===== src/ddr_cmd_pkg.sv =====
package ddr_cmd_pkg;

  // ------------------------------
  // sdram command encodings
  // ------------------------------
  typedef enum logic [2:0] {
    NOOP = 3'b111,  // no operation
    ACTV = 3'b011,  // row open
    READ = 3'b101,
    WRTE = 3'b100,
    BTRM = 3'b110,  // burst terminate, never issued
    PRCH = 3'b010,  // row close
    ARSR = 3'b001,  // auto refresh
    MRST = 3'b000   // mode register set, never issued
  } ddr_cmd_e;

  // ------------------------------
  // address fields
  // ------------------------------
  localparam int ADDR_W       = 26;
  localparam int ROW_W        = 12;  // bits 25..14
  localparam int BANK_W       = 2;   // bits 13..12
  localparam int COL_W        = 12;  // bits 11..0
  localparam int SDRAM_ADDR_W = 13;
  localparam int WE_W         = 4;

  // open page, row above bank as in the port address
  typedef struct packed {
    logic [ROW_W-1:0]  row;
    logic [BANK_W-1:0] bank;
  } page_t;

  // a10 set, all-banks precharge
  localparam logic [SDRAM_ADDR_W-1:0] IDLE_ADDR = 13'h0400;

  // ------------------------------
  // recovery counter
  // ------------------------------
  localparam int CNT_W = 4;

  localparam logic [CNT_W-1:0] CNT_RESET = 4'he;  // window open out of reset

  // normal issue window
  localparam logic [CNT_W-1:0] WIN_NORM_LO = 4'hd;
  localparam logic [CNT_W-1:0] WIN_NORM_HI = 4'he;

  // write recovery before a close, wraps through zero
  localparam logic [CNT_W-1:0] WIN_DLAY_LO = 4'hf;
  localparam logic [CNT_W-1:0] WIN_DLAY_HI = 4'h0;

endpackage


===== src/match_if.sv =====
`timescale 1ns/1ps

interface match_if;
  import ddr_cmd_pkg::*;

  logic             rand_hit;
  logic             bulk_hit;
  logic             request_any;  // either port asking
  logic             write_match;
  page_t            next_page;
  logic [COL_W-1:0] next_col;
  logic [WE_W-1:0]  we_array;

  modport source (
    output rand_hit,
    output bulk_hit,
    output request_any,
    output write_match,
    output next_page,
    output next_col,
    output we_array
  );

  modport sink (
    input rand_hit,
    input bulk_hit,
    input request_any,
    input write_match,
    input next_page,
    input next_col,
    input we_array
  );

endinterface


===== src/state_if.sv =====
`timescale 1ns/1ps

interface state_if;
  import ddr_cmd_pkg::*;

  // tracker side
  logic     page_active;
  logic     last_write;
  logic     refresh_due;
  logic     window_open;
  logic     access_open;

  // issuer side
  ddr_cmd_e issued_cmd;
  logic     settle;  // cycle after an issue

  modport tracker (
    output page_active,
    output last_write,
    output refresh_due,
    output window_open,
    output access_open,
    input  issued_cmd,
    input  settle
  );

  modport matcher (
    input page_active,
    input refresh_due,
    input issued_cmd,
    input settle
  );

  modport issuer (
    input  page_active,
    input  last_write,
    input  refresh_due,
    input  window_open,
    input  access_open,
    output issued_cmd,
    output settle
  );

endinterface


===== src/bank_tracker.sv =====
`timescale 1ns/1ps

module bank_tracker #(
  parameter int unsigned T_CMD_RELOAD = 12,
  parameter int unsigned T_REF_RELOAD = 3
) (
  input  logic     input_clock,
  input  logic     rst,
  input  logic     refresh_strobe,  // toggle
  state_if.tracker s
);
  import ddr_cmd_pkg::*;

  logic [CNT_W-1:0] counter;
  logic             ref_ack;     // strobe level at last refresh
  logic             write_hold;
  logic             norm_win;
  logic             dlay_win;

  // ------------------------------
  // issue window
  // ------------------------------
  // after a write with the page still open the window moves to 15/0.
  // hits wait for it too, since only the issuer knows about hits
  assign write_hold = s.page_active && s.last_write;

  assign norm_win = (counter == WIN_NORM_LO) || (counter == WIN_NORM_HI);
  assign dlay_win = (counter == WIN_DLAY_LO) || (counter == WIN_DLAY_HI);

  assign s.window_open = !s.settle && (write_hold ? dlay_win : norm_win);

  // ------------------------------
  // state update
  // ------------------------------
  always_ff @(posedge input_clock)
  begin
    if (!rst)
    begin
      s.page_active <= 1'b0;
      s.last_write  <= 1'b0;
      s.access_open <= 1'b0;
      s.refresh_due <= 1'b0;
      ref_ack       <= 1'b0;
      counter       <= CNT_RESET;
    end
    else
    begin
      s.refresh_due <= ref_ack ^ refresh_strobe;  // level change means refresh

      if (s.settle)
      begin
        case (s.issued_cmd)
          ACTV:    s.page_active <= 1'b1;
          PRCH:    s.page_active <= 1'b0;
          default: ;
        endcase

        if (s.issued_cmd == WRTE)
          s.last_write <= 1'b1;
        else if (s.issued_cmd != NOOP)
          s.last_write <= 1'b0;

        s.access_open <= (s.issued_cmd == READ) || (s.issued_cmd == WRTE);

        if (s.issued_cmd == ARSR)
          ref_ack <= refresh_strobe;

        case (s.issued_cmd)
          ARSR:                   counter <= CNT_W'(T_REF_RELOAD);  // longer recovery
          ACTV, PRCH, READ, WRTE: counter <= CNT_W'(T_CMD_RELOAD);
          default:                counter <= CNT_RESET;
        endcase
      end
      else if (!s.window_open)
        counter <= counter + 1'b1;
    end
  end

  // settle always reloads, the count never runs on from the old value
  a_settle_reload : assert property (
    @(posedge input_clock) disable iff (!rst)
    s.settle |=> ((counter == CNT_W'(T_CMD_RELOAD)) || (counter == CNT_W'(T_REF_RELOAD)))
  );

endmodule


===== src/cmd_issuer.sv =====
`timescale 1ns/1ps

module cmd_issuer (
  input  logic                                 input_clock,
  input  logic                                 rst,
  match_if.sink                                m,
  state_if.issuer                              s,
  output logic                                 rand_grant,
  output logic                                 bulk_grant,
  output logic [ddr_cmd_pkg::SDRAM_ADDR_W-1:0] sdram_address,
  output logic [ddr_cmd_pkg::BANK_W-1:0]       sdram_bank,
  output ddr_cmd_pkg::ddr_cmd_e                command,
  output logic [ddr_cmd_pkg::WE_W-1:0]         we_array_out
);
  import ddr_cmd_pkg::*;

  ddr_cmd_e next_cmd;
  logic     hit;
  logic     same_dir;
  logic     run_ok;
  logic     override;
  logic     issue;
  logic     settle_q;

  assign hit      = m.rand_hit || m.bulk_hit;
  assign same_dir = (s.last_write == m.write_match);

  // ------------------------------
  // issue decision
  // ------------------------------
  assign run_ok   = s.window_open && s.access_open && hit && same_dir;
  assign override = s.window_open && (m.request_any || s.refresh_due);
  assign issue    = override || run_ok;

  always_comb
  begin
    if (hit)
      next_cmd = m.write_match ? WRTE : READ;
    else if (s.page_active)
      next_cmd = PRCH;  // miss or refresh, close first
    else if (s.refresh_due)
      next_cmd = ARSR;
    else
      next_cmd = ACTV;
  end

  // ------------------------------
  // output register
  // ------------------------------
  always_ff @(posedge input_clock)
  begin
    if (!rst)
    begin
      command       <= NOOP;
      settle_q      <= 1'b0;
      rand_grant    <= 1'b0;
      bulk_grant    <= 1'b0;
      sdram_address <= IDLE_ADDR;
      sdram_bank    <= '0;
      we_array_out  <= '0;
    end
    else
    begin
      settle_q   <= issue;
      rand_grant <= issue && m.rand_hit;  // one cycle pulse
      bulk_grant <= issue && m.bulk_hit;

      if (issue)
      begin
        command      <= next_cmd;
        we_array_out <= m.we_array;

        case (next_cmd)
          READ, WRTE:
          begin
            sdram_address <= {m.next_col, 1'b0};
            sdram_bank    <= m.next_page.bank;
          end
          ACTV:
          begin
            // row split around a10
            sdram_address <= {m.next_page.row[ROW_W-1:ROW_W-2], 1'b0,
                              m.next_page.row[ROW_W-3:0]};
            sdram_bank    <= m.next_page.bank;
          end
          default: sdram_address <= IDLE_ADDR;
        endcase
      end
      else
        command <= NOOP;
    end
  end

  assign s.issued_cmd = command;
  assign s.settle     = settle_q;

  // grants only ride on an access command
  a_grant_access : assert property (
    @(posedge input_clock) disable iff (!rst)
    (rand_grant || bulk_grant) |-> ((command == READ) || (command == WRTE))
  );

endmodule


===== src/ddr_cmd_top.sv =====
`timescale 1ns/1ps

module ddr_cmd_top #(
  parameter int unsigned T_CMD_RELOAD = 12,
  parameter int unsigned T_REF_RELOAD = 3
) (
  input  logic                                 input_clock,
  input  logic                                 rst,
  input  logic                                 refresh_strobe,
  // random port
  input  logic [ddr_cmd_pkg::ADDR_W-1:0]       rand_address,
  input  logic                                 rand_we,
  input  logic                                 rand_request,
  input  logic [ddr_cmd_pkg::WE_W-1:0]         rand_we_array,
  output logic                                 rand_grant,
  // bulk port
  input  logic [ddr_cmd_pkg::ADDR_W-1:0]       bulk_address,
  input  logic                                 bulk_we,
  input  logic                                 bulk_request,
  input  logic [ddr_cmd_pkg::WE_W-1:0]         bulk_we_array,
  output logic                                 bulk_grant,
  // sdram command side
  output logic [ddr_cmd_pkg::SDRAM_ADDR_W-1:0] sdram_address,
  output logic [ddr_cmd_pkg::BANK_W-1:0]       sdram_bank,
  output ddr_cmd_pkg::ddr_cmd_e                command,
  output logic [ddr_cmd_pkg::WE_W-1:0]         we_array_out
);

  match_if m_if ();
  state_if s_if ();

  page_matcher u_matcher (
    .input_clock   (input_clock),
    .rst           (rst),
    .rand_address  (rand_address),
    .rand_we       (rand_we),
    .rand_request  (rand_request),
    .rand_we_array (rand_we_array),
    .bulk_address  (bulk_address),
    .bulk_we       (bulk_we),
    .bulk_request  (bulk_request),
    .bulk_we_array (bulk_we_array),
    .m             (m_if.source),
    .s             (s_if.matcher)
  );

  bank_tracker #(
    .T_CMD_RELOAD (T_CMD_RELOAD),
    .T_REF_RELOAD (T_REF_RELOAD)
  ) u_tracker (
    .input_clock    (input_clock),
    .rst            (rst),
    .refresh_strobe (refresh_strobe),
    .s              (s_if.tracker)
  );

  cmd_issuer u_issuer (
    .input_clock   (input_clock),
    .rst           (rst),
    .m             (m_if.sink),
    .s             (s_if.issuer),
    .rand_grant    (rand_grant),
    .bulk_grant    (bulk_grant),
    .sdram_address (sdram_address),
    .sdram_bank    (sdram_bank),
    .command       (command),
    .we_array_out  (we_array_out)
  );

endmodule


===== src/page_matcher.sv =====
`timescale 1ns/1ps

module page_matcher (
  input  logic                           input_clock,
  input  logic                           rst,
  // random port
  input  logic [ddr_cmd_pkg::ADDR_W-1:0] rand_address,
  input  logic                           rand_we,
  input  logic                           rand_request,
  input  logic [ddr_cmd_pkg::WE_W-1:0]   rand_we_array,
  // bulk port
  input  logic [ddr_cmd_pkg::ADDR_W-1:0] bulk_address,
  input  logic                           bulk_we,
  input  logic                           bulk_request,
  input  logic [ddr_cmd_pkg::WE_W-1:0]   bulk_we_array,
  match_if.source                        m,
  state_if.matcher                       s
);
  import ddr_cmd_pkg::*;

  page_t open_page;
  page_t cand_page;  // page seen at the last edge
  page_t rand_page;
  page_t bulk_page;
  page_t sel_page;
  logic  page_ok;

  assign rand_page = page_t'(rand_address[ADDR_W-1:COL_W]);
  assign bulk_page = page_t'(bulk_address[ADDR_W-1:COL_W]);

  // refresh pending blocks all hits
  assign page_ok = s.page_active && !s.refresh_due;

  // ------------------------------
  // hits, bulk has priority
  // ------------------------------
  assign m.bulk_hit = bulk_request && page_ok && (bulk_page == open_page);
  assign m.rand_hit = rand_request && !bulk_request && page_ok &&
                      (rand_page == open_page);

  assign m.request_any = rand_request || bulk_request;

  assign m.write_match = bulk_request ? bulk_we : (rand_request && rand_we);

  // ------------------------------
  // field select
  // ------------------------------
  assign sel_page    = bulk_request ? bulk_page : rand_page;
  assign m.next_page = sel_page;
  assign m.next_col  = bulk_request ? bulk_address[COL_W-1:0] : rand_address[COL_W-1:0];
  assign m.we_array  = bulk_request ? bulk_we_array : rand_we_array;

  // cand_page holds what the ACTV was issued with, even if the
  // port selection moves in the settle cycle
  always_ff @(posedge input_clock)
  begin
    cand_page <= sel_page;
    if (s.settle && (s.issued_cmd == ACTV))
      open_page <= cand_page;
  end

  // bulk priority must hold through the whole hit path
  a_one_hit : assert property (
    @(posedge input_clock) disable iff (!rst)
    !(m.rand_hit && m.bulk_hit)
  );

endmodule


===== config.mk =====
export PLATFORM = sky130hd
export DESIGN_NAME = ddr_cmd_top
export DESIGN_NICKNAME = d
export VERILOG_FILES = /design/src/ddr_cmd_pkg.sv /design/src/match_if.sv /design/src/state_if.sv /design/src/bank_tracker.sv /design/src/cmd_issuer.sv /design/src/ddr_cmd_top.sv /design/src/page_matcher.sv
export SDC_FILE = /design/constraint.sdc
export NUM_CORES = 1
export LEC_CHECK = 0
export ABC_CLOCK_PERIOD_IN_PS = 3970
export BUFFER_PORTS_ARGS = -buffer_cell sky130_fd_sc_hd__buf_2
export CAP_MARGIN = 20
export CELL_PAD_IN_SITES_DETAIL_PLACEMENT = 1
export CELL_PAD_IN_SITES_GLOBAL_PLACEMENT = 1
export CORE_MARGIN = 1
export CORE_UTILIZATION = 42
export DETAILED_ROUTE_END_ITERATION = 7
export HOLD_SLACK_MARGIN = 0.05
export PLACE_DENSITY_LB_ADDON = 0.1
export SLEW_MARGIN = 20
export SYNTH_ARGS = -nofsm -noshare
export SYNTH_HDL_FRONTEND = slang
export SYNTH_SLANG_ARGS = --single-unit

===== constraint.sdc =====
create_clock -name input_clock -period 3.97 [get_ports input_clock]
set_clock_uncertainty 0.2 [all_clocks]
set_input_delay 0.794 -clock input_clock [delete_from_list [all_inputs] [get_ports input_clock]]
set_output_delay 0.794 -clock input_clock [all_outputs]
set_load 0.005 [all_outputs]

Word level (Yosys, flattened, before mapping)
Cells that the tools add are included.
- $add $sub $neg: 1
- eq/ne operators: 16
- muxes and demuxes: 16
- bitwise gates (word level): 1
- reductions and logical operators: 37
- operator list (operator ; number):
    == test 14 bit ; 2
    one-hot mux 13 bit (2 select lines) ; 1
    logical AND 1 bit ; 16
    2-to-1 mux 14 bit ; 1
    == test 3 bit, second input constant ; 4
    == test 4 bit, second input constant ; 3
    2-to-1 mux 12 bit ; 1
    2-to-1 mux 4 bit ; 3
    AND reduction 2 bit ; 5
    == test 3 x 2 -> 1 bit, second input constant ; 3
    one-hot mux 4 bit (2 select lines) ; 1
    logical OR 1 bit ; 7
    2-to-1 mux 3 bit ; 2
    2-to-1 mux 1 bit ; 5
    adder 4 x 1 -> 4 bit, second input constant ; 1
    logical NOT 4 bit ; 1
    nonzero test 2 bit ; 2
    OR reduction 4 bit ; 1
    == test 3 x 1 -> 1 bit, second input constant ; 1
    logical NOT 1 bit ; 3
    inequality test 3 bit, second input constant ; 1
    OR reduction 3 bit ; 1
    2-to-1 mux 2 bit ; 1
    inequality test 2 bit, second input constant ; 1
    other kinds (4) ; 4
- flip-flop bits (word level): 62
- input port bits: 67
- output and inout bits: 24
- word-level logic and storage cells: 88

Longest topological paths before layout
Gate-level depths: netlist of run 1.
- word-level depth: 9
- gate-level depth with buffers: 10
- gate-level depth less buffers: 9

Hierarchy
From an unflattened synthesis of run 1, not the netlist that was laid out.
- cells, all modules: 281
- area, all modules: 2986.6 um^2
- by module, submodules not included (module ; times used ; cells each ; area an instance (um^2) ; sequential area each (um^2)):
    page_matcher ; 1 ; 107 ; 1413.9 ; 700.7
    cmd_issuer ; 1 ; 113 ; 1008.5 ; 500.5
    bank_tracker ; 1 ; 61 ; 564.3 ; 180.2

Worst setup path before layout of run 1
No wires, ideal clock.
- path kind: input-to-reg
- start point: in bulk_request
- end point: reg u_issuer.sdram_address[2] in the netlist's numbering
- library setup time: 0.123 ns
- arrival: 1.972 ns
- required time: 3.647 ns
- path slack: 1.675 ns
- stages: 5
- path buffers: 2
- cell sequence: buf_2 > buf_1 > mux2_2 > a221oi_1 > nor2_1
- RTL lines (item ; line ; source):
    from (decl) ; ddr_cmd_top.sv:19 ; input logic bulk_request,
    to (signal assigned) ; cmd_issuer.sv:76 ; sdram_address <= {m.next_col, 1'b0};
    to (signal assigned) ; cmd_issuer.sv:82 ; sdram_address <= {m.next_page.row[ROW_W-1:ROW_W-2], 1'b0,
    to (decl) ; cmd_issuer.sv:10 ; output logic [ddr_cmd_pkg::SDRAM_ADDR_W-1:0] sdram_address,

Final worst setup path of run 1
- start point: in u_tracker.counter[0]
- end point: reg u_issuer.sdram_address[0] in the netlist's numbering
- cells in the longest elaborated chain, start to end: 8
- elaborated cells between the ends (all ways): 13
- those cells by class: 3 x eq/ne; 1 x mux; 9 x reduce/logical
- ends and longest elaborated chain (item ; line ; source):
    from (decl) ; bank_tracker.sv:14 ; logic [CNT_W-1:0] counter;
    == test 4 bit (tied with other cells) ; bank_tracker.sv:27 ; assign norm_win = (counter == WIN_NORM_LO) || (counter == WIN_NORM_HI);
    logical OR 1 bit (on tied branches) ; bank_tracker.sv:27, bank_tracker.sv:28 ;
    2-to-1 mux 1 bit (*) ; bank_tracker.sv:30 ; assign s.window_open = !s.settle && (write_hold ? dlay_win : norm_win);
    logical AND 1 bit (*) ; bank_tracker.sv:30 ;
    logical AND 1 bit (3 in series) ; cmd_issuer.sv:31 ; assign run_ok = s.window_open && s.access_open && hit && same_dir;
    logical OR 1 bit (*) ; cmd_issuer.sv:33 ; assign issue = override || run_ok;
Every way passes the cells marked *; elsewhere a longest branch is shown, timed or not.
A chain may end at the register's enable or synchronous reset.

==> results of run 1 <==
==> power breakdown <==
| part | switching (mW) | leakage, nW | internal (mW) |
|---|---|---|---|
| clock | 0.232 | 0.100 | 0.325 |
| sequential | 0.110 | 0.516 | 0.786 |
| combinational | 0.398 | 0.987 | 0.332 |
| total | 0.740 | 1.60 | 1.44 |
==> per-stage QoR <==
stage                     cells  hold slack, ns  setup WS [ns]  area (um2)
after floorplan             261          0.1855          1.675        2913
after global placement      416          0.1853          1.245        3393
after detailed placement    416          0.1896          1.128        3393
after CTS                   432          0.2040          1.395        3596
after global routing        432          0.2084          1.203        3596
final                       432          0.2051          1.407        3596
==> path summary, 6_finish.rpt <==
path                                             endpoint  slack (ns)  cells after the start
worst max-delay path            u_issuer.sdram_address[0]        1.41                      8
worst min-delay path               u_matcher.open_page[4]        0.21                      0
worst max register to register  u_issuer.sdram_address[0]        1.41                      8
worst min register to register     u_matcher.open_page[4]        0.21                      0
==> area by class of cell <==
type | instances | area share [%]
Multi-Input combinational cell | 181 | 40.26
Sequential cell | 61 | 37.86
Timing Repair Buffer | 93 | 13.15
Clock buffer | 13 | 4.419
Tap cell | 77 | 2.679
Clock inverter | 3 | 1.218
Inverter | 4 | 0.4175
==> cell usage in the layout, fill, tap and decap left out, types with 2 or more instances in the layout <==
cell,netlist,routed
or3_1,2,2
clkbuf_1,7,2
nor4_1,5,5
a21oi_1,6,6
buf_4,0,3
nor2b_1,5,5
inv_1,4,4
xnor2_1,2,2
and4_1,2,2
clkbuf_8,0,11
nand3_1,8,8
a221oi_2,8,8
nor3_1,5,5
buf_2,2,90
nand2_1,12,12
nor2_1,14,14
nand2_2,2,2
o211ai_1,2,2
ha_1,4,4
a21o_1,2,2
dfxtp_1,47,47
mux2i_1,7,7
a221oi_1,3,3
o211a_1,4,4
edfxtp_1,14,14
nor3_2,2,2
mux2_2,25,25
o21ai_0,13,13
nand4_1,2,2
xor2_1,29,29
==> cells in the mapped netlist (2+ instances only) <==
cell / number / share of area [%]
nand2_2: 2 / 0.43
and4_1: 2 / 0.60
buf_1: 2 / 0.26
buf_2: 2 / 0.34
nor3_1: 5 / 0.86
dfxtp_1: 47 / 32
or3_1: 2 / 0.43
edfxtp_1: 14 / 14
o21ai_0: 13 / 2.2
nor3_2: 2 / 0.69
nand3_1: 8 / 1.4
ha_1: 4 / 1.7
xor2_1: 29 / 8.7
mux2_2: 25 / 9.7
clkbuf_1: 7 / 0.90
nand2_1: 12 / 1.5
o211a_1: 4 / 1.4
a21oi_1: 6 / 1.0
nor2_1: 14 / 1.8
buf_6: 4 / 1.5
nor2b_1: 5 / 1.1
a21o_1: 2 / 0.52
o211ai_1: 2 / 0.52
mux2i_1: 7 / 2.4
nand4_1: 2 / 0.43
inv_1: 4 / 0.52
a221oi_1: 3 / 0.90
a221oi_2: 8 / 4.1
xnor2_1: 2 / 0.60
nor4_1: 5 / 1.1
==> flip-flops by register name, indices dropped and copies added, names as in the netlist, 2 cells and up <==
register,flops
u_tracker.counter,4
u_issuer.sdram_bank,2
u_matcher.cand_page,14
u_issuer.sdram_address,13
u_matcher.open_page,14
u_issuer.we_array_out,4
u_issuer.command,3
==> routing by layer <==
metal | share of wire [%] | global-route usage [%] | up-vias
met5 | 0 | 0 | -
met4 | 1.5 | 8.333 | 0
met3 | 4.7 | 4.572 | 10
met2 | 46 | 36.58 | 68
met1 | 48 | 28.78 | 1105
li1 | - | - | 1130
==> kinds of logic after synthesis <==
logic type,share of synthesized area [%]
AND/OR/NAND/NOR,13.27
flip-flops,46.74
AO/OA/AOI/OAI,13.32
multiplexers,12.07
XOR/XNOR,9.321
buffers and inverters,3.565
adder cells (fa/ha/maj),1.718
==> worst max-delay path: stages, from the launching register on <==
cell and delay (ns):
dfxtp_1 0.43, inv_1 0.10, ha_1 0.21, o2bb2ai_1 0.16, nand2_2 0.09, a31oi_4 0.30, or3_1 0.64, nand2_1 0.15
a21boi_1 0.20
==> out/results.tsv, run 1 <==
stage	metric	value	unit
power	powerDensity	607.2	mW/mm2
floorplanning	row_count	29	
clock_tree	cts_resized	0	
power	vdd_ir_drop_max	297.4	uV
routing	wl_per_cell	17.24	um
outcome	run_status	finished, final reports clean	
timing	slew_headroom	50.93	%
cells_and_area	nNetsFinal	421	
clock_tree	clkTransAtPathRegs	0.07	ns
place	gp_congestion	0.8205	
global_routing	track_usage	22.18	%
logic_synthesis	synth-edff-count	14	
timing	rsz0062_at_grt	no	
clock_tree	cts_hold_buffers	0	
clock_tree	cts_tree	built	
logic_synthesis	synth_area	0.002913	mm2
timing	max_freq	390.1	MHz
timing	hold_viol	0	
logic_synthesis	async_reset_ff_share	0	%
global_routing	antenna_found_initial	0	
logic_synthesis	yosysSeqAreaShare	46.74	%
min_path	worstHoldStart	u_matcher.cand_page[4]	
clock_tree	post-cts-setup-buffer-count	0	
timing	drv_slew	0	
logic_synthesis	syn_inst	261	
min_path	hp-class	reg2reg	
clock_tree	clk_latency	0.33	ns
routing	viasPerCell	5.354	
cells_and_area	drive_gt1_share	41.97	%
clock_tree	clockBufferDepth	2	
timing	setup_violations	0	
cells_and_area	num_antenna_cells	0	
floorplanning	io_pins	91	
global_routing	grt_first_pass_wirelength	12260	um
power	p_leak	1.604	nW
routing	drc	0	
place	io_buffers	90	
timing	finalCritPeriodShare	64.57	%
floorplanning	fp.dieW	85.28	um
critical_path	endpoint_kind	flop	
logic_synthesis	synth_cell_types	47	
clock_tree	numCtsBuffers	9	
critical_path	cp-start-kind	flop	
floorplanning	start_util	44.60	%
cells_and_area	final_core_util	55.06	%
job	maxCapViolCount	0	
floorplanning	die_area	0.007272	mm2
global_routing	grt_max_degree	29	
routing	drtAntennaViolNets	0	
routing	dr.first_iter.drc_count	52	
critical_path	path_class	reg2reg	
clock_tree	cts_sinks	61	
power	total_power	2.183	mW
cells_and_area	fillCellCount	732	
routing	via_count	2313	
global_routing	grt_pass1_vias	2494	
logic_synthesis	ys_ff_latch	61	
timing	tightest_slew	0.7361	ns
timing	finalSetupTns	0	ns
floorplanning	core	0.006531	mm2
logic_synthesis	syn_area_per_cell	11.16	um2
cells_and_area	final-seq-area	0.001361	mm2
cells_and_area	multi_input_area	0.001448	mm2
critical_path	worstPathMaxFanout	16	
clock_tree	h-tree-depth	3	
routing	drt-total-wl	7447	um
critical_path	worstPathArrival	2.60	ns
timing	layout_min_cycle_time	2.563	ns
cells_and_area	syn2layout_area_growth	23.45	%
clock_tree	root_buffer	clkbuf_8	
critical_path	timing.rr.start	u_tracker.counter[0]	
logic_synthesis	synth_warnings	0	
routing	drt-pass1-iter-count	4	
critical_path	startpoint	u_tracker.counter[0]	
critical_path	cp.required	4.01	ns
logic_synthesis	synth_nets	332	
floorplanning	dieHeight	85.28	um
global_routing	grt-ovfl-total	0	
logic_synthesis	synth_flop_cell	dfxtp_1	
place	hpwl	5711	um
Note: power is estimated with default switching activity, not from simulation.
==> inputs of run 2 (changes only) <==
--- a/config.mk
+++ b/config.mk
@@ -5,13 +5,13 @@
 export SDC_FILE = /design/constraint.sdc
 export NUM_CORES = 1
 export LEC_CHECK = 0
-export ABC_CLOCK_PERIOD_IN_PS = 3970
+export ABC_CLOCK_PERIOD_IN_PS = 2500
 export BUFFER_PORTS_ARGS = -buffer_cell sky130_fd_sc_hd__buf_2
 export CAP_MARGIN = 20
 export CELL_PAD_IN_SITES_DETAIL_PLACEMENT = 1
 export CELL_PAD_IN_SITES_GLOBAL_PLACEMENT = 1
 export CORE_MARGIN = 1
-export CORE_UTILIZATION = 42
+export CORE_UTILIZATION = 39
 export DETAILED_ROUTE_END_ITERATION = 7
 export HOLD_SLACK_MARGIN = 0.05
 export PLACE_DENSITY_LB_ADDON = 0.1
==> constraint.sdc (replaced) <==
create_clock -name input_clock -period 2.5 [get_ports input_clock]
set_clock_uncertainty 0.2 [all_clocks]
set_input_delay 0.5 -clock input_clock [delete_from_list [all_inputs] [get_ports input_clock]]
set_output_delay 0.5 -clock input_clock [all_outputs]
set_load 0.005 [all_outputs]
==> run 2 against run 1 <==
Register-to-register slack got worse by 1.2 ns. Non-clock buffer count increased by 6. Fmax increased by 12%.
==> out/results.tsv, run 2 (synthesis results as in run 1) <==
stage	metric	value	unit	change
timing	drv_slew	0		unchanged
clock_tree	cts_sinks	61		unchanged
critical_path	crit_end	u_issuer.sdram_address[12]		was u_issuer.sdram_address[0]
clock_tree	clk_latency	0.34	ns	was 0.33 ns
global_routing	grt-ovfl-total	0		unchanged
cells_and_area	num_antenna_cells	0		unchanged
critical_path	startpoint	u_tracker.counter[0]		unchanged
cells_and_area	final_common_cell	buf_2		unchanged
cells_and_area	nNetsFinal	427		was 421
critical_path	r2r_end	u_issuer.sdram_address[12]		was u_issuer.sdram_address[0]
timing	rsz0062_at_grt	no		unchanged
timing	finalCritPeriodShare	91.32	%	was 64.57%
floorplanning	row_count	31		was 29
critical_path	endpoint_kind	flop		unchanged
routing	drt-total-wl	7389	um	was 7447 um
routing	drt-pass1-iter-count	4		unchanged
critical_path	cp.required	2.51	ns	was 4.01 ns
global_routing	grt_first_pass_wirelength	11760	um	was 12260 um
clock_tree	numCtsBuffers	9		unchanged
clock_tree	clockBufferDepth	2		unchanged
critical_path	worstPathArrival	2.29	ns	was 2.60 ns
floorplanning	fp.dieW	88.42	um	was 85.28 um
clock_tree	clkTransAtPathRegs	0.06	ns	was 0.07 ns
routing	drc	0		unchanged
timing	max_freq	438.0	MHz	was 390.1 MHz
clock_tree	root_buffer	clkbuf_8		unchanged
timing	layout_min_cycle_time	2.283	ns	was 2.563 ns
floorplanning	start_util	40.16	%	was 44.60%
timing	hold_viol	0		unchanged
place	hpwl	5680	um	was 5711 um
outcome	run_status	finished, final reports clean		unchanged
critical_path	rrSetupSlack	0.22	ns	was 1.41 ns
global_routing	grt_pass1_vias	2347		was 2494
critical_path	r2r_cells	8		unchanged
global_routing	grt_max_degree	29		unchanged
routing	wl_per_cell	16.06	um	was 17.24 um
clock_tree	cts_resized	0		unchanged
critical_path	cp-start-kind	flop		unchanged
cells_and_area	mostFrequentLayoutCells	buf_2 (90), dfxtp_1 (47), xor2_1 (29), mux2_2 (25)		unchanged
routing	via_count	2299		was 2313
cells_and_area	final_core_util	51.39	%	was 55.06%
place	gp_congestion	0.7284		was 0.8205
cells_and_area	drive_gt1_share	43.21	%	was 41.97%
job	maxCapViolCount	0		unchanged
clock_tree	h-tree-depth	3		unchanged
global_routing	antenna_found_initial	0		unchanged
place	io_buffers	90		unchanged
floorplanning	io_pins	91		unchanged
place	pre_cts_ws	0.1769	ns	was 1.128 ns
power	powerDensity	982.7	mW/mm2	was 607.2 mW/mm2
timing	slew_headroom	67.60	%	was 50.93%
floorplanning	dieHeight	88.42	um	was 85.28 um
critical_path	path_class	reg2reg		unchanged
cells_and_area	largestRegisters	u_matcher.cand_page (14), u_matcher.open_page (14), u_issuer.sdram_address (13)		unchanged
clock_tree	cts_hold_buffers	0		unchanged
cells_and_area	syn2layout_area_growth	27.96	%	was 23.45%
clock_tree	cts_tree	built		unchanged
floorplanning	die_area	0.007818	mm2	was 0.007272 mm2
clock_tree	post-cts-setup-buffer-count	0		unchanged
cells_and_area	fillCellCount	836		was 732
timing	final.setup.worst_slack	0.2171	ns	was 1.407 ns
min_path	hp-class	reg2reg		unchanged
timing	tightest_slew	0.4860	ns	was 0.7361 ns
floorplanning	core	0.007253	mm2	was 0.006531 mm2
timing	setup_violations	0		unchanged
timing	finalSetupTns	0	ns	unchanged
routing	viasPerCell	4.998		was 5.354
routing	drtAntennaViolNets	0		unchanged
critical_path	timing.rr.start	u_tracker.counter[0]		unchanged
power	total_power	3.663	mW	was 2.183 mW
routing	dr.first_iter.drc_count	26		was 52
critical_path	worstPathMaxFanout	14		was 16
power	p_leak	1.658	nW	was 1.604 nW
global_routing	track_usage	20.47	%	was 22.18%
power	vdd_ir_drop_max	413.9	uV	was 297.4 uV
run 2: final cells by class:
cell class | instances | area, um2 | share of cell area, %
Tap cell | 99 | 123.9 | 3.323
Clock buffer | 13 | 168.9 | 4.532
Multi-Input combinational cell | 181 | 1448 | 38.84
Timing Repair Buffer | 99 | 543.0 | 14.57
Sequential cell | 61 | 1361 | 36.52
Clock inverter | 3 | 67.56 | 1.813
Inverter | 4 | 15.01 | 0.4028
run 2: worst max-delay path: stages (launching register included):
cell	delay, ns
dfxtp_1	0.44
ha_1	0.23
nand3_1	0.10
nand2_2	0.10
a31oi_4	0.15
or3_1	0.42
buf_12	0.19
a221oi_1	0.23
nor2_1	0.09
run 2: stage by stage:
stage                     instances  hold slack [ns]  area (um2)
after floorplan                 261           0.1855        2913
final                           460           0.2045        3727
after detailed placement        444           0.1902        3491
after global routing            460           0.2114        3727
after CTS                       460           0.2061        3727
after global placement          444           0.1857        3491
run 2: routing by layer:
metal	up-vias	wire, um	GRT usage (%)	part of all wire, %
li1	1137	-	-	-
met1	1097	3466	26.50	47
met2	58	3534	33.78	48
met3	7	314	5.690	4.2
met4	0	74	5.279	1.0
met5	-	0	0	0
run 2: power by group:
group          total [mW]  internal [mW]  switching, mW  leakage [nW]
Sequential           1.42           1.25          0.171         0.516
Clock                1.03          0.644          0.383         0.116
Combinational        1.22          0.579          0.639          1.03
Total                3.66           2.47           1.19          1.66
run 2: worst min path at each step:
stage / startpoint / end / cells after the start
after floorplan: u_matcher.cand_page[0] / u_matcher.open_page[0] / 0
after global placement: u_matcher.cand_page[4] / u_matcher.open_page[4] / 0
after detailed placement: u_matcher.cand_page[8] / u_matcher.open_page[8] / 0
after CTS: u_matcher.cand_page[3] / u_matcher.open_page[3] / 0
after global routing: u_matcher.cand_page[3] / u_matcher.open_page[3] / 0
final: u_matcher.cand_page[3] / u_matcher.open_page[3] / 0
